## config.mk

```make
export PLATFORM = sky130hd
export DESIGN_NAME = ig_top
export DESIGN_NICKNAME = d
export VERILOG_FILES = /design/src/ig_pkg.sv /design/src/ig_grad_writer.sv /design/src/ig_gradient_core.sv /design/src/ig_hs_buffer.sv /design/src/ig_image_reader.sv /design/src/ig_top.sv
export VERILOG_INCLUDE_DIRS = /design/src
export SDC_FILE = /design/constraint.sdc
export NUM_CORES = 1
export LEC_CHECK = 0
export BUFFER_PORTS_ARGS = -buffer_cell sky130_fd_sc_hd__buf_2
export CAP_MARGIN = 5
export CORE_ASPECT_RATIO = 0.7
export CORE_UTILIZATION = 52
export CTS_BUF_LIST = sky130_fd_sc_hd__clkbuf_4
export CTS_CLUSTER_DIAMETER = 30
export DETAILED_ROUTE_END_ITERATION = 12
export PLACE_DENSITY = 0.69
export REMOVE_ABC_BUFFERS = 1
export SETUP_SLACK_MARGIN = 0.5
export SYNTH_ARGS = -nofsm -noshare
export SYNTH_HDL_FRONTEND = slang
export SYNTH_SLANG_ARGS = --single-unit
```

## constraint.sdc

```tcl
create_clock -name clk -period 7.9 [get_ports clk]
set_input_delay 1.185 -clock clk [delete_from_list [all_inputs] [get_ports clk]]
set_output_delay 1.185 -clock clk [all_outputs]
set_load 0.02 [all_outputs]
```

## src/ig_config.svh

```systemverilog
`ifndef IG_CONFIG_SVH
`define IG_CONFIG_SVH

// --------------------------------------------------
// image geometry
// --------------------------------------------------

// pixels per row
`define IG_IMG_W 16

// rows per image
`define IG_IMG_H 16

// --------------------------------------------------
// data widths
// --------------------------------------------------

// unsigned grayscale pixel
`define IG_PIX_W 8

// one signed gradient field, a word holds gx and gy
`define IG_GRAD_W 10

`endif

```

## src/ig_pkg.sv

```systemverilog
`include "ig_config.svh"

package ig_pkg;

    // --------------------------------------------------
    // addressing
    // --------------------------------------------------

    // wide enough for every pixel of the image
    localparam int ADDR_W = $clog2(`IG_IMG_W * `IG_IMG_H);

    typedef logic [ADDR_W-1:0] addr_t;

    // --------------------------------------------------
    // beats on the internal links
    // --------------------------------------------------

    // reader to core
    typedef struct packed {
        logic [`IG_PIX_W-1:0] pix;
        logic                 last;
    } pixel_beat_t;

    // core to writer, address travels with the data
    typedef struct packed {
        logic signed [`IG_GRAD_W-1:0] gx;
        logic signed [`IG_GRAD_W-1:0] gy;
        addr_t                        addr;
        logic                         last;
    } grad_beat_t;

endpackage

```

## src/ig_grad_writer.sv

```systemverilog
`timescale 1ns/1ns
`include "ig_config.svh"

module ig_grad_writer (
    input  logic                     clk,
    input  logic                     reset,
    input  logic                     start,
    output logic                     done,
    input  logic                     grad_req,
    output logic                     grad_ack,
    input  ig_pkg::grad_beat_t       grad_data,
    output logic                     grad_wr,
    output ig_pkg::addr_t            grad_addr,
    output logic [2*`IG_GRAD_W-1:0]  grad_do,
    input  logic                     grad_wait
);

    // grad_wr and grad_ack double as the state, idle when both low
    logic take;
    logic write_done;
    logic last_r;

    assign take       = grad_req && !grad_wr && !grad_ack;
    assign write_done = grad_wr && !grad_wait;

    // --------------------------------------------------
    // write and handshake
    // --------------------------------------------------

    always_ff @(posedge clk) begin
        if (reset) begin
            grad_wr  <= 1'b0;
            grad_ack <= 1'b0;
            done     <= 1'b0;
        end else begin
            if (take) begin
                grad_wr <= 1'b1;
            end else if (write_done) begin
                // ack only once the memory has taken the word
                grad_wr  <= 1'b0;
                grad_ack <= 1'b1;
                if (last_r) begin
                    done <= 1'b1;
                end
            end else if (grad_ack && !grad_req) begin
                grad_ack <= 1'b0;
            end

            // end of the run handshake
            if (done && !start) begin
                done <= 1'b0;
            end
        end
    end

    // word held steady while grad_wait is high
    always_ff @(posedge clk) begin
        if (take) begin
            grad_addr <= grad_data.addr;
            grad_do   <= {grad_data.gx, grad_data.gy};
            last_r    <= grad_data.last;
        end
    end

endmodule

```

## src/ig_gradient_core.sv

```systemverilog
`timescale 1ns/1ns
`include "ig_config.svh"

module ig_gradient_core (
    input  logic                clk,
    input  logic                reset,
    input  logic                pix_req,
    output logic                pix_ack,
    input  ig_pkg::pixel_beat_t pix_data,
    output logic                grad_req,
    input  logic                grad_ack,
    output ig_pkg::grad_beat_t  grad_data
);

    localparam int unsigned NUM_PIX = `IG_IMG_W * `IG_IMG_H;
    localparam int FILL_W = $clog2(`IG_IMG_W + 1);
    localparam int COL_W  = $clog2(`IG_IMG_W);
    localparam int ROW_W  = $clog2(`IG_IMG_H);

    typedef enum logic [1:0] {
        ST_ACCEPT,
        ST_EMIT,
        ST_WAIT_ACK,
        ST_ACK_LOW
    } state_t;

    state_t state;

    // win[0] is the pixel being output, win[1] its right neighbour,
    // win[W] the pixel below it
    logic [`IG_PIX_W-1:0] win [0:`IG_IMG_W];

    logic [FILL_W-1:0] fill;
    logic              in_last;
    logic [COL_W-1:0]  col;
    logic [ROW_W-1:0]  row;
    ig_pkg::addr_t     out_addr;

    logic accept_fire;
    logic flush_fire;
    logic last_col;
    logic last_row;
    logic last_pix;

    function automatic logic signed [`IG_GRAD_W-1:0] pix_diff(
        input logic [`IG_PIX_W-1:0] a,
        input logic [`IG_PIX_W-1:0] b
    );
        logic signed [`IG_GRAD_W-1:0] sa;
        logic signed [`IG_GRAD_W-1:0] sb;
        // zero extend first, both pixels are unsigned
        sa = $signed(`IG_GRAD_W'(a));
        sb = $signed(`IG_GRAD_W'(b));
        return sa - sb;
    endfunction

    assign last_col = (col == COL_W'(`IG_IMG_W - 1));
    assign last_row = (row == ROW_W'(`IG_IMG_H - 1));
    assign last_pix = (out_addr == ig_pkg::addr_t'(NUM_PIX - 1));

    assign accept_fire = (state == ST_ACCEPT) && pix_req && !pix_ack;
    // after the last input the last row drains without new pixels
    assign flush_fire  = (state == ST_ACK_LOW) && !grad_ack && in_last && !last_pix;

    // --------------------------------------------------
    // control
    // --------------------------------------------------

    always_ff @(posedge clk) begin
        if (reset) begin
            state    <= ST_ACCEPT;
            pix_ack  <= 1'b0;
            grad_req <= 1'b0;
            fill     <= '0;
            in_last  <= 1'b0;
            col      <= '0;
            row      <= '0;
            out_addr <= '0;
        end else begin
            if (pix_ack && !pix_req) begin
                pix_ack <= 1'b0;
            end

            case (state)
                ST_ACCEPT: begin
                    if (accept_fire) begin
                        pix_ack <= 1'b1;
                        in_last <= pix_data.last;
                        // window full means pixel below is now in place
                        if (fill == FILL_W'(`IG_IMG_W)) begin
                            state <= ST_EMIT;
                        end else begin
                            fill <= fill + 1'b1;
                        end
                    end
                end
                ST_EMIT: begin
                    grad_req <= 1'b1;
                    state    <= ST_WAIT_ACK;
                end
                ST_WAIT_ACK: begin
                    if (grad_ack) begin
                        grad_req <= 1'b0;
                        state    <= ST_ACK_LOW;
                    end
                end
                ST_ACK_LOW: begin
                    if (!grad_ack) begin
                        if (last_pix) begin
                            // image finished, ready for the next run
                            out_addr <= '0;
                            col      <= '0;
                            row      <= '0;
                            fill     <= '0;
                            in_last  <= 1'b0;
                            state    <= ST_ACCEPT;
                        end else begin
                            out_addr <= out_addr + 1'b1;
                            if (last_col) begin
                                col <= '0;
                                row <= row + 1'b1;
                            end else begin
                                col <= col + 1'b1;
                            end
                            state <= in_last ? ST_EMIT : ST_ACCEPT;
                        end
                    end
                end
                default: begin
                    state <= ST_ACCEPT;
                end
            endcase
        end
    end

    // --------------------------------------------------
    // window and gradient beat
    // --------------------------------------------------

    always_ff @(posedge clk) begin
        if (accept_fire || flush_fire) begin
            for (int k = 0; k < `IG_IMG_W; k++) begin
                win[k] <= win[k+1];
            end
            if (accept_fire) begin
                win[`IG_IMG_W] <= pix_data.pix;
            end
        end

        if (state == ST_EMIT) begin
            grad_data.gx   <= last_col ? '0 : pix_diff(win[1], win[0]);
            grad_data.gy   <= last_row ? '0 : pix_diff(win[`IG_IMG_W], win[0]);
            grad_data.addr <= out_addr;
            grad_data.last <= last_pix;
        end
    end

endmodule

```

## src/ig_hs_buffer.sv

```systemverilog
`timescale 1ns/1ns
`include "ig_config.svh"

module ig_hs_buffer #(
    parameter type payload_t = logic
) (
    input  logic     clk,
    input  logic     reset,
    input  logic     in_req,
    output logic     in_ack,
    input  payload_t in_data,
    output logic     out_req,
    input  logic     out_ack,
    output payload_t out_data
);

    // entry holds a beat that has not finished its output cycle
    logic     full;
    logic     capture;
    payload_t data_q;

    // new beat only when the entry is free and the last input cycle is over
    assign capture  = in_req && !in_ack && !full;
    assign out_data = data_q;

    // --------------------------------------------------
    // handshake state
    // --------------------------------------------------

    always_ff @(posedge clk) begin
        if (reset) begin
            in_ack  <= 1'b0;
            full    <= 1'b0;
            out_req <= 1'b0;
        end else begin
            // input side
            if (capture) begin
                in_ack <= 1'b1;
                full   <= 1'b1;
            end else if (in_ack && !in_req) begin
                in_ack <= 1'b0;
            end

            // output side, req waits for the previous ack to fall
            if (full && !out_req && !out_ack) begin
                out_req <= 1'b1;
            end else if (out_req && out_ack) begin
                out_req <= 1'b0;
                full    <= 1'b0;
            end
        end
    end

    // --------------------------------------------------
    // payload
    // --------------------------------------------------

    always_ff @(posedge clk) begin
        if (capture) begin
            data_q <= in_data;
        end
    end

endmodule

```

## src/ig_image_reader.sv

```systemverilog
`timescale 1ns/1ns
`include "ig_config.svh"

module ig_image_reader (
    input  logic                 clk,
    input  logic                 reset,
    input  logic                 start,
    output logic                 img_rd,
    output ig_pkg::addr_t        img_addr,
    input  logic [`IG_PIX_W-1:0] img_di,
    output logic                 pix_req,
    input  logic                 pix_ack,
    output ig_pkg::pixel_beat_t  pix_data
);

    localparam int unsigned NUM_PIX = `IG_IMG_W * `IG_IMG_H;

    typedef enum logic [2:0] {
        ST_IDLE,
        ST_READ,
        ST_CAPTURE,
        ST_REQ,
        ST_ACK_LOW
    } state_t;

    state_t        state;
    ig_pkg::addr_t addr;
    // set for the whole sweep, cleared only once start is low again
    logic          busy;

    assign img_rd   = (state == ST_READ);
    assign img_addr = addr;

    // --------------------------------------------------
    // sweep control
    // --------------------------------------------------

    always_ff @(posedge clk) begin
        if (reset) begin
            state   <= ST_IDLE;
            addr    <= '0;
            busy    <= 1'b0;
            pix_req <= 1'b0;
        end else begin
            case (state)
                ST_IDLE: begin
                    if (start && !busy) begin
                        busy  <= 1'b1;
                        addr  <= '0;
                        state <= ST_READ;
                    end else if (!start) begin
                        busy <= 1'b0;
                    end
                end
                // memory answers one cycle later
                ST_READ: begin
                    state <= ST_CAPTURE;
                end
                ST_CAPTURE: begin
                    pix_req <= 1'b1;
                    state   <= ST_REQ;
                end
                ST_REQ: begin
                    if (pix_ack) begin
                        pix_req <= 1'b0;
                        state   <= ST_ACK_LOW;
                    end
                end
                // next read only after the four-phase cycle closes
                ST_ACK_LOW: begin
                    if (!pix_ack) begin
                        if (pix_data.last) begin
                            state <= ST_IDLE;
                        end else begin
                            addr  <= addr + 1'b1;
                            state <= ST_READ;
                        end
                    end
                end
                default: begin
                    state <= ST_IDLE;
                end
            endcase
        end
    end

    // beat register, img_di is valid in the capture cycle
    always_ff @(posedge clk) begin
        if (state == ST_CAPTURE) begin
            pix_data.pix  <= img_di;
            pix_data.last <= (addr == ig_pkg::addr_t'(NUM_PIX - 1));
        end
    end

endmodule

```

## src/ig_top.sv

```systemverilog
`timescale 1ns/1ns
`include "ig_config.svh"

module ig_top (
    input  logic                    clk,
    input  logic                    reset,
    input  logic                    start,
    output logic                    done,
    output logic                    img_rd,
    output ig_pkg::addr_t           img_addr,
    input  logic [`IG_PIX_W-1:0]    img_di,
    output logic                    grad_wr,
    output ig_pkg::addr_t           grad_addr,
    output logic [2*`IG_GRAD_W-1:0] grad_do,
    input  logic                    grad_wait
);

    // --------------------------------------------------
    // links
    // --------------------------------------------------

    // reader to pixel buffer
    logic                rd_pix_req;
    logic                rd_pix_ack;
    ig_pkg::pixel_beat_t rd_pix_data;

    // pixel buffer to core
    logic                buf_pix_req;
    logic                buf_pix_ack;
    ig_pkg::pixel_beat_t buf_pix_data;

    // core to gradient buffer
    logic                core_grad_req;
    logic                core_grad_ack;
    ig_pkg::grad_beat_t  core_grad_data;

    // gradient buffer to writer
    logic                buf_grad_req;
    logic                buf_grad_ack;
    ig_pkg::grad_beat_t  buf_grad_data;

    ig_image_reader u_reader (
        .clk      (clk),
        .reset    (reset),
        .start    (start),
        .img_rd   (img_rd),
        .img_addr (img_addr),
        .img_di   (img_di),
        .pix_req  (rd_pix_req),
        .pix_ack  (rd_pix_ack),
        .pix_data (rd_pix_data)
    );

    ig_hs_buffer #(.payload_t(ig_pkg::pixel_beat_t)) u_pix_buf (
        .clk      (clk),
        .reset    (reset),
        .in_req   (rd_pix_req),
        .in_ack   (rd_pix_ack),
        .in_data  (rd_pix_data),
        .out_req  (buf_pix_req),
        .out_ack  (buf_pix_ack),
        .out_data (buf_pix_data)
    );

    ig_gradient_core u_core (
        .clk       (clk),
        .reset     (reset),
        .pix_req   (buf_pix_req),
        .pix_ack   (buf_pix_ack),
        .pix_data  (buf_pix_data),
        .grad_req  (core_grad_req),
        .grad_ack  (core_grad_ack),
        .grad_data (core_grad_data)
    );

    ig_hs_buffer #(.payload_t(ig_pkg::grad_beat_t)) u_grad_buf (
        .clk      (clk),
        .reset    (reset),
        .in_req   (core_grad_req),
        .in_ack   (core_grad_ack),
        .in_data  (core_grad_data),
        .out_req  (buf_grad_req),
        .out_ack  (buf_grad_ack),
        .out_data (buf_grad_data)
    );

    ig_grad_writer u_writer (
        .clk       (clk),
        .reset     (reset),
        .start     (start),
        .done      (done),
        .grad_req  (buf_grad_req),
        .grad_ack  (buf_grad_ack),
        .grad_data (buf_grad_data),
        .grad_wr   (grad_wr),
        .grad_addr (grad_addr),
        .grad_do   (grad_do),
        .grad_wait (grad_wait)
    );

endmodule

```

== After elaboration in Yosys (flattened, before gate mapping) ==
Memories as Yosys holds them, arrays and structs flattened.
Cells that the tools add are included.
Widths: inputs -> output; s select.
Word-level totals
  flip-flop bits (word level): 153
  bits in latches: 0
  memory bits (writable): 136
  ROM bits: 0
  input bits: 12
  output and inout bits: 39
  logic and storage cells: 197
  memories kept: 1
Memories
  u_core.win: words 17, width 8, rd ports 17, clocked after Yosys merged registers in 0, wr ports 17, line ig_gradient_core.sv:31  | logic [`IG_PIX_W-1:0] win [0:`IG_IMG_W];
Cells by class
  $add $sub $neg: 7
  $mul: 0
  divide/modulo/power cells: 0
  magnitude comparators: 0
  equal/unequal tests: 23
  shift-type cells: 0
  muxes and demuxes: 62
  bitwise gates (word level): 2
  reduce and logical (&&, ||, !) cells: 66
Operators with widths (number)
  $mux 1: 35
  $mux 8: 4
  $logic_and 1x1->1: 24
  $reduce_bool 2->1: 11
  $mux 5: 4
  $sub 8x8->9: 2
  $add 8x1->8 const B: 2
  $eq 8x8->1 const B: 2
  $mux 4: 4
  $pmux 8 s2: 1
  $logic_not 1->1: 15
  $pmux 3 s5: 1
  $ne 2x1->1 const B: 6
  $reduce_and 4->1: 3
  $mux 2: 5
  $ne 2x2->1 const B: 5
  $pmux 5 s2: 1
  $reduce_and 2->1: 5
  $mux 3: 3
  $reduce_and 3->1: 3
  $add 4x1->4 const B: 2
  $eq 4x4->1 const B: 2
  $pmux 2 s4: 1
  $eq 3x2->1 const B: 2
  other kinds (13): 17

== Longest topological paths before layout ==
Gate-level depths: netlist of run 1.
  depth after elaboration: 7
  depth in mapped cells: 7
  mapped depth without buffers: 7

== Modules after synthesis ==
A second synthesis of run 1 with hierarchy kept.
Second synthesis, totals
  cell total of the unflattened synthesis: 628
  area total of the unflattened synthesis: 10362.4 sq um
Modules (own cells, without submodules)
  ig_gradient_core: instances 1, cells an instance 440, area an instance 7026.7 sq um, seq. area each 5415.2 sq um
  ig_grad_writer: instances 1, cells an instance 41, area an instance 996.0 sq um, seq. area each 930.9 sq um
  ig_hs_buffer (u_grad_buf): instances 1, cells an instance 40, area an instance 989.7 sq um, seq. area each 930.9 sq um
  ig_image_reader: instances 1, cells an instance 87, area an instance 960.9 sq um, seq. area each 530.5 sq um
  ig_hs_buffer (u_pix_buf): instances 1, cells an instance 20, area an instance 389.1 sq um, seq. area each 330.3 sq um

== Least setup slack after synthesis of run 1 ==
No wires, ideal clock.
  path kind: flip-flop to flip-flop
  start: register u_core.state[0]
  end: memory u_core.win[0][0] in the netlist's numbering, enable pin
  library setup time: 441 ps
  arrival: 3156 ps
  data required time: 7459 ps
  path slack: 4303 ps
  cell stages (with the launch flop): 7
  buffers on the path: 1
  clock period less this slack: 3597 ps
  cells stage by stage: dfxtp_1 -> inv_1 -> ha_1 -> clkbuf_1 -> inv_1 -> nor2_1 -> a31o_2
RTL lines
  start: declaration: line ig_gradient_core.sv:27  | state_t state;
  start signal: assignment: line ig_gradient_core.sv:125  | state <= in_last ? ST_EMIT : ST_ACCEPT;
  end: declaration: line ig_gradient_core.sv:31

==> results.tsv, run 1 <==
stage	metric	value	unit
status	status	complete, no violations	
clocking	Clock Tree Buf Depth	3	
pwr	Comb power frac	4.7	%
flow_run	Max-cap violations	0	
sta	post-route minimum period	3.62	ns
clocking	H-tree depth	3	
clocking	worst skew pair latency	0.65	ns
pwr	Power Density	259	mW/mm2
setup_path	CP Cell Sequence	ha_1 > nor2b_1 > a31o_4 > buf_4	
sta	fin crit share	45.9	%
sta	accumulated negative setup slack	0	ns
finish	commonest cells after routing, fill and taps aside	edfxtp_1 (235), clkbuf_4 (105), buf_2 (50), dfxtp_1 (48), nor2_1 (41)	
setup_path	CP max stage delay	0.86	ns
synthesis	Mapped Cells	630	
routing	DRC Markers	0	
place	# placed instances	931	
global_routing	first-pass GRT wire length	26600	um
sta	clock skew	0.0348	ns
finish	area growth from synthesis to layout	13.7	%
setup_path	Reg2Reg Depth	4	
pwr	NetSw	0.000655	W
pwr	Reg power frac	56.6	%
global_routing	initial antenna violation count	0	
routing	vias per cell	5.27	
sta	final setup fails	0	
sta	Slew @ Worst Pin	1.08	ns
hold_path	HP Class	reg2reg	
finish	commonest non-fill, non-tap cell in the layout	edfxtp_1	
setup_path	kind of critical path	reg2reg	
routing	Pre-Repair DR Iteration Count	5	
clocking	TritonCTS clock tree	yes	
finish	ratio of cells with drive above 1 in the final layout	22.8	%
synthesis	dominant synthesized flop cell	edfxtp_1	
sta	final hold violations	0	
synthesis	Syn Area/Cell	16.3	um2
clocking	clock buffer count from CTS	67	
clocking	post-CTS setup buffers	0	
hold_path	hold path startpoint	u_core.win[0][79]	
die	I/O Pins	51	
synthesis	Seq/Total Area, Yosys	77.9	%
finish	Final Instance Area	0.0117	mm2
pwr	clock share of power	38.6	%
setup_path	worst setup path end	u_core.win[0][102]	
setup_path	crit end category	flip-flop	
setup_path	startpoint types	flip-flop	
routing	vias	5544	
routing	first-iteration detailed-routing DRC count	347	
sta	Slew Viols, Final	0	
clocking	CTS Root Cell	clkbuf_4	
synthesis	FF+latch count, synth	283	
global_routing	vias in the first global route	5521	
setup_path	Worst R2R End	u_core.win[0][102]	
die	Initial Util	53.8	%
setup_path	Reg2Reg Launch Point	u_core.state[1]	
pwr	Sw Share	21.6	%
synthesis	Distinct cells, synth	60	
pwr	Pleak	4.16	nW
finish	# diodes	0	
die	core area	0.0191	mm2
routing	post-route ant nets	0	
routing	wire length per cell	15.5	um
setup_path	Slowest-stage cell, CP	nor2b_1	
die	num rows	42	
place	hpwl dp	10200	um
setup_path	required time of the critical path	8.15	ns
die	die area	0.0204	mm2
place	IO Port Bufs	50	
global_routing	largest net degree at the start of global routing	78	
clocking	Worst-path clk slew	0.07	ns
synthesis	number of synthesized flops with an enable pin	235	
die	die width	170	um
synthesis	Async S/R FF share, synth	0	%
global_routing	GRT Overall Usage	17.1	%
sta	fmax	276	MHz
clocking	# resized after CTS	0	
synthesis	Warnings, synthesis	0	
die	Die Y	120	um
clocking	total clock sinks	283	
setup_path	crit path max fanout	77	
routing	routed wire length	16300	um
setup_path	CP Data Arrival Time	3.88	ns
finish	nets	777	
pwr	Internal	0.00238	W
synthesis	Synth Cell Area	0.0103	mm2
finish	Final Instance Count excl. Fillers	1052	
setup_path	R2R Setup Slk	4.28	ns
sta	RSZ-0062 raised after global routing	false	
place	gpl congestion	0.833	
sta	Max transition margin	27.2	%
place	Post-DP Area	0.0108	mm2
pwr	Peak supply drop	0.147	mV
clocking	hold bufs inserted after CTS	0	
setup_path	Critical Path Start	u_core.state[1]	
global_routing	global route overflow	0	
-- per-layer routing --
metal	vias to the layer above	track usage, %	wire (um)
li1	2673	-	-
met1	2674	22.9	7620
met2	161	25.6	7410
met3	36	5.01	820
met4	0	8.78	407
met5	-	0	0
-- sequential cells by signal (all words and copies together), names as in the netlist, 2 cells and up --
register             count
u_core.win             136
u_core.grad_data        27
u_grad_buf.out_data     27
u_writer.grad_do        18
u_pix_buf.out_data       9
u_reader.pix_data        9
u_core.out_addr          8
u_reader.img_addr        8
u_writer.grad_addr       8
u_core.fill              5
u_core.col               4
u_core.row               4
u_reader.state           3
u_core.state             2
-- power by group through the flow --
stage	combinational, W	sequential, W	clock (W)
2_1_floorplan	0.000106	0.00174	0
3_3_place_gp	0.000134	0.00175	0
3_5_place_dp	0.000143	0.00175	0
4_1_cts	0.000143	0.00172	0.00121
5_1_grt	0.000161	0.00172	0.00129
6_report	0.000144	0.00172	0.00117
-- worst max-delay path, delay by kind of cell, from the launching register on --
| kind | cells | cell delay (ns) |
|---|---|---|
| buf+inv | 1 | 0.82 |
| flops | 1 | 0.39 |
| fa+ha+maj | 1 | 0.37 |
| compound gates | 1 | 0.74 |
| simple gates | 1 | 0.86 |
-- layout make-up --
cell class	instances	area, um2
multi-input combinational	308	2120
fill	1458	7420
clock inverter	16	91.3
clock buffer	105	788
sequential	283	8020
timing repair buffer	54	280
inverter	22	82.6
tap	264	330
-- worst min path at each step --
stage | endpoint | cells past startpoint | slack (ns)
after global routing | u_writer.grad_do[10] | 0 | 0.41
after global placement | u_writer.grad_do[18] | 0 | 0.40
after CTS | u_writer.grad_do[10] | 0 | 0.41
after detailed placement | u_core.win[0][102] | 0 | 0.40
after floorplan | u_core.win[0][100] | 0 | 0.40
final | u_core.win[0][71] | 0 | 0.41
-- Yosys cell counts, drive strengths merged (4+ instances only) --
| library cell | count | area [um2] |
|---|---|---|
| a21o | 4 | 31.3 |
| o211ai | 6 | 45.0 |
| nor2b | 10 | 62.6 |
| nor4 | 5 | 31.3 |
| inv | 22 | 82.6 |
| nand3 | 15 | 75.1 |
| nor3b | 10 | 85.1 |
| ha | 27 | 338 |
| xor2 | 13 | 114 |
| a211oi | 16 | 120 |
| dfxtp | 48 | 961 |
| o21ai | 10 | 50.1 |
| nor3 | 16 | 80.1 |
| nand2 | 27 | 101 |
| a21oi | 25 | 125 |
| or3b | 4 | 35.0 |
| or4 | 4 | 30.0 |
| nand2b | 8 | 50.1 |
| xnor2 | 4 | 35.0 |
| clkbuf | 9 | 33.8 |
| buf | 8 | 60.1 |
| and3 | 8 | 51.3 |
| edfxtp | 235 | 7060 |
| and2 | 4 | 27.5 |
| nand4 | 7 | 43.8 |
| nor2 | 41 | 154 |
-- kinds of logic (layout without fill, tap and decap cells) --
group                      count (synthesis)  count (layout)  synth area share, %
muxes                                      3               3                0.304
AOI/OAI and AO/OA                         88              88                 5.93
xor gates and xnor gates                  17              17                 1.45
buffers and inverters                     39             197                 1.71
DFF                                      283             283                 77.9
and+or+nand+nor                          171             171                 9.03
adders and majority gates                 29              29                 3.67
-- stage by stage --
step           util, %  setup slack (ns)  hold WS [ns]  total power [W]
2_1_floorplan        -              4.37         0.400          0.00185
3_3_place_gp      56.6              4.46         0.400          0.00188
3_5_place_dp      56.6              4.28         0.405          0.00189
4_1_cts           61.2              4.28         0.408          0.00307
5_1_grt           61.2              3.93         0.410          0.00318
6_report          61.2              4.28         0.407          0.00303
Note: power is estimated with default switching activity, not from simulation.
==> inputs of run 2 (changes only) <==
==> constraint.sdc (replaced) <==
create_clock -name clk -period 3.7 [get_ports clk]
set_input_delay 0.555 -clock clk [delete_from_list [all_inputs] [get_ports clk]]
set_output_delay 0.555 -clock clk [all_outputs]
set_load 0.02 [all_outputs]
==> run 2 against run 1 <==
  * Design area grew 1.5%
  * Flip-flop and latch count unchanged
  * Sequential power is 110% higher
  * Total power increased by 120%
  * Global-route usage is 0.24 points higher
  * Clock skew increased by 0.0061 ns
  * Utilization is 0.93 points higher
  * Critical path type unchanged
==> results.tsv, run 2 (synthesized netlist as in run 1, its figures left out) <==
stage	metric	value	unit	change
status	status	complete, no violations		
place	hpwl dp	10200	um	-0.25%
setup_path	CP max stage delay	0.45	ns	-0.41 ns
setup_path	CP Cell Sequence	ha_1 > nor2b_1 > buf_4 > a31o_4 > buf_4		
pwr	NetSw	0.00145	W	+120%
finish	commonest non-fill, non-tap cell in the layout	edfxtp_1		
sta	RSZ-0062 raised after global routing	false		
finish	register with the most flip-flops	u_core.win		
setup_path	required time of the critical path	4.00	ns	-4.15 ns
global_routing	initial antenna violation count	1		+1
pwr	Sw Share	21.8	%	+0.23 points
setup_path	Slowest-stage cell, CP	a31o_4		
sta	final setup fails	0		unchanged
sta	final hold violations	0		unchanged
setup_path	R2R Setup Slk	1.27	ns	-3.01 ns
routing	wire length per cell	15.4	um	-0.11%
sta	accumulated negative setup slack	0	ns	unchanged
setup_path	crit path buf inv count	2		+1
setup_path	most frequent CP cell	buf_4		
sta	Slew Viols, Final	0		unchanged
pwr	Pleak	4.25	nW	+2.0%
finish	fillers	1448		-0.69%
pwr	Power Density	561	mW/mm2	+120%
routing	routed wire length	16500	um	+1.4%
setup_path	CP Data Arrival Time	2.74	ns	-1.14 ns
setup_path	Critical Path Start	u_core.state[1]		
clocking	post-CTS setup buffers	0		unchanged
sta	fin crit share	65.8	%	+20 points
routing	vias	5620		+1.4%
pwr	Comb power frac	4.8	%	about the same
finish	Register Area	0.00802	mm2	unchanged
clocking	H-tree depth	3		unchanged
global_routing	first-pass GRT wire length	26900	um	+1.0%
die	Die Y	120	um	unchanged
pwr	clock share of power	40.2	%	+1.6 points
setup_path	Worst path top cell family by delay	buffers and inverters		
pwr	Reg power frac	55.0	%	-1.6 points
place	IO Port Bufs	50		unchanged
pwr	Peak supply drop	0.295	mV	+100%
die	num rows	42		unchanged
die	Initial Util	53.8	%	unchanged
global_routing	GRT Overall Usage	17.4	%	+0.24 points
setup_path	crit path max fanout	30		-61%
place	pre-CTS setup slack	1.29	ns	-3.00 ns
global_routing	vias in the first global route	5561		+0.72%
setup_path	startpoint types	flip-flop		
sta	Slew @ Worst Pin	1.13	ns	+0.0430 ns
finish	share of the core filled with cells	62.1	%	+0.93 points
sta	Max transition margin	24.3	%	-2.9 points
finish	nets	789		+1.5%
clocking	clock buffer count from CTS	68		+1.5%
sta	clock skew	0.0409	ns	+0.00613 ns
die	die area	0.0204	mm2	unchanged
flow_run	Max-cap violations	0		unchanged
finish	area of the multi-input gates	0.00212	mm2	unchanged
setup_path	kind of critical path	reg2reg		
die	die width	170	um	unchanged
clocking	worst skew pair latency	0.67	ns	+0.02 ns
clocking	Clock Tree Buf Depth	3		unchanged
sta	post-route minimum period	2.43	ns	-1.19 ns
hold_path	worst hold endpoint	u_reader.pix_data[6]		
die	I/O Pins	51		unchanged
sta	setup ws final	1.27	ns	-3.01 ns
finish	max reg flops	136		unchanged
finish	ratio of cells with drive above 1 in the final layout	23.2	%	+0.32 points
routing	vias per cell	5.26		-0.15%
finish	area growth from synthesis to layout	15.5	%	
routing	Pre-Repair DR Iteration Count	5		unchanged
setup_path	crit end category	flip-flop		
clocking	# resized after CTS	0		unchanged
clocking	Worst-path clk slew	0.07	ns	about the same
clocking	total clock sinks	283		unchanged
pwr	Internal	0.00521	W	+120%
routing	DRC Markers	0		unchanged
global_routing	global route overflow	0		unchanged
routing	first-iteration detailed-routing DRC count	348		+0.29%
setup_path	Reg2Reg Launch Point	u_core.state[1]		
finish	commonest cells after routing, fill and taps aside	edfxtp_1 (235), clkbuf_4 (102), buf_2 (50), dfxtp_1 (48), nor2_1 (41)		
place	gpl congestion	0.811		-2.6%
clocking	hold bufs inserted after CTS	5		+5
setup_path	Reg2Reg Depth	5		+1
clocking	CTS Root Cell	clkbuf_4		
die	core area	0.0191	mm2	unchanged
clocking	TritonCTS clock tree	yes		
hold_path	hold path startpoint	img_di[5]		
sta	fmax	411	MHz	+49%
hold_path	hold depth	1		+1
hold_path	HP Class	in2reg		
routing	post-route ant nets	0		unchanged
global_routing	largest net degree at the start of global routing	45		-42%
setup_path	Worst R2R End	u_core.win[0][8]		
==> run 2: cell count changes in the layout (fill, tap and decap cells not counted), moves of 2 or more <==
cell,previous run,this run
dlygate4sd3_1,0,7
bufinv_16,1,3
buf_4,4,7
clkbuf_4,105,102
clkinv_1,11,13
==> run 2: cell type report <==
class                           count  share of cell area (%)
Sequential cell                   283                    67.5
Multi-Input combinational cell    308                    17.8
Clock buffer                      102                    6.44
Timing Repair Buffer               65                    3.31
Tap cell                          264                    2.78
Clock inverter                     23                    1.48
Inverter                           22                   0.695
Antenna cell                        1                  0.0211
==> run 2: metal layers <==
layer  global-route usage [%]  vias to the layer above  part of all wire (%)
li1                         -                     2695                     -
met1                     23.3                     2725                    47
met2                     25.9                      170                    45
met3                     5.67                       30                   5.5
met4                     7.60                        0                   1.8
met5                        0                        -                     0
==> run 2: how the worst max path moves through the flow <==
stage | slack [ns] | cells after the start | end
after global routing | 1.10 | 7 | u_core.win[0][8]
after floorplan | 0.17 | 3 | u_core.win[0][0]
final | 1.27 | 5 | u_core.win[0][8]
after CTS | 1.24 | 7 | u_core.win[0][8]
after detailed placement | 1.29 | 5 | u_core.win[0][0]
after global placement | 1.40 | 5 | u_core.win[0][9]
==> run 2: through the flow <==
step / total power [W] / instance area, um2 / hold WS (ns) / instances
floorplan: 0.00394 / 10200 / 0.400 / 613
finish: 0.00667 / 11900 / 0.0718 / 1068
global placement: 0.00403 / 10900 / 0.401 / 935
CTS: 0.00675 / 11900 / 0.00113 / 1065
global route: 0.00696 / 11900 / 0.00377 / 1068
detailed placement: 0.00405 / 10900 / 0.405 / 935
==> run 2: power by group through the flow <==
| stage | Clock, W | Combinational (W) | Sequential [W] |
|---|---|---|---|
| floorplan | 0 | 0.000227 | 0.00372 |
| global placement | 0 | 0.000295 | 0.00373 |
| detailed placement | 0 | 0.000308 | 0.00374 |
| CTS | 0.00276 | 0.000316 | 0.00367 |
| global route | 0.00292 | 0.000360 | 0.00368 |
| finish | 0.00268 | 0.000320 | 0.00367 |
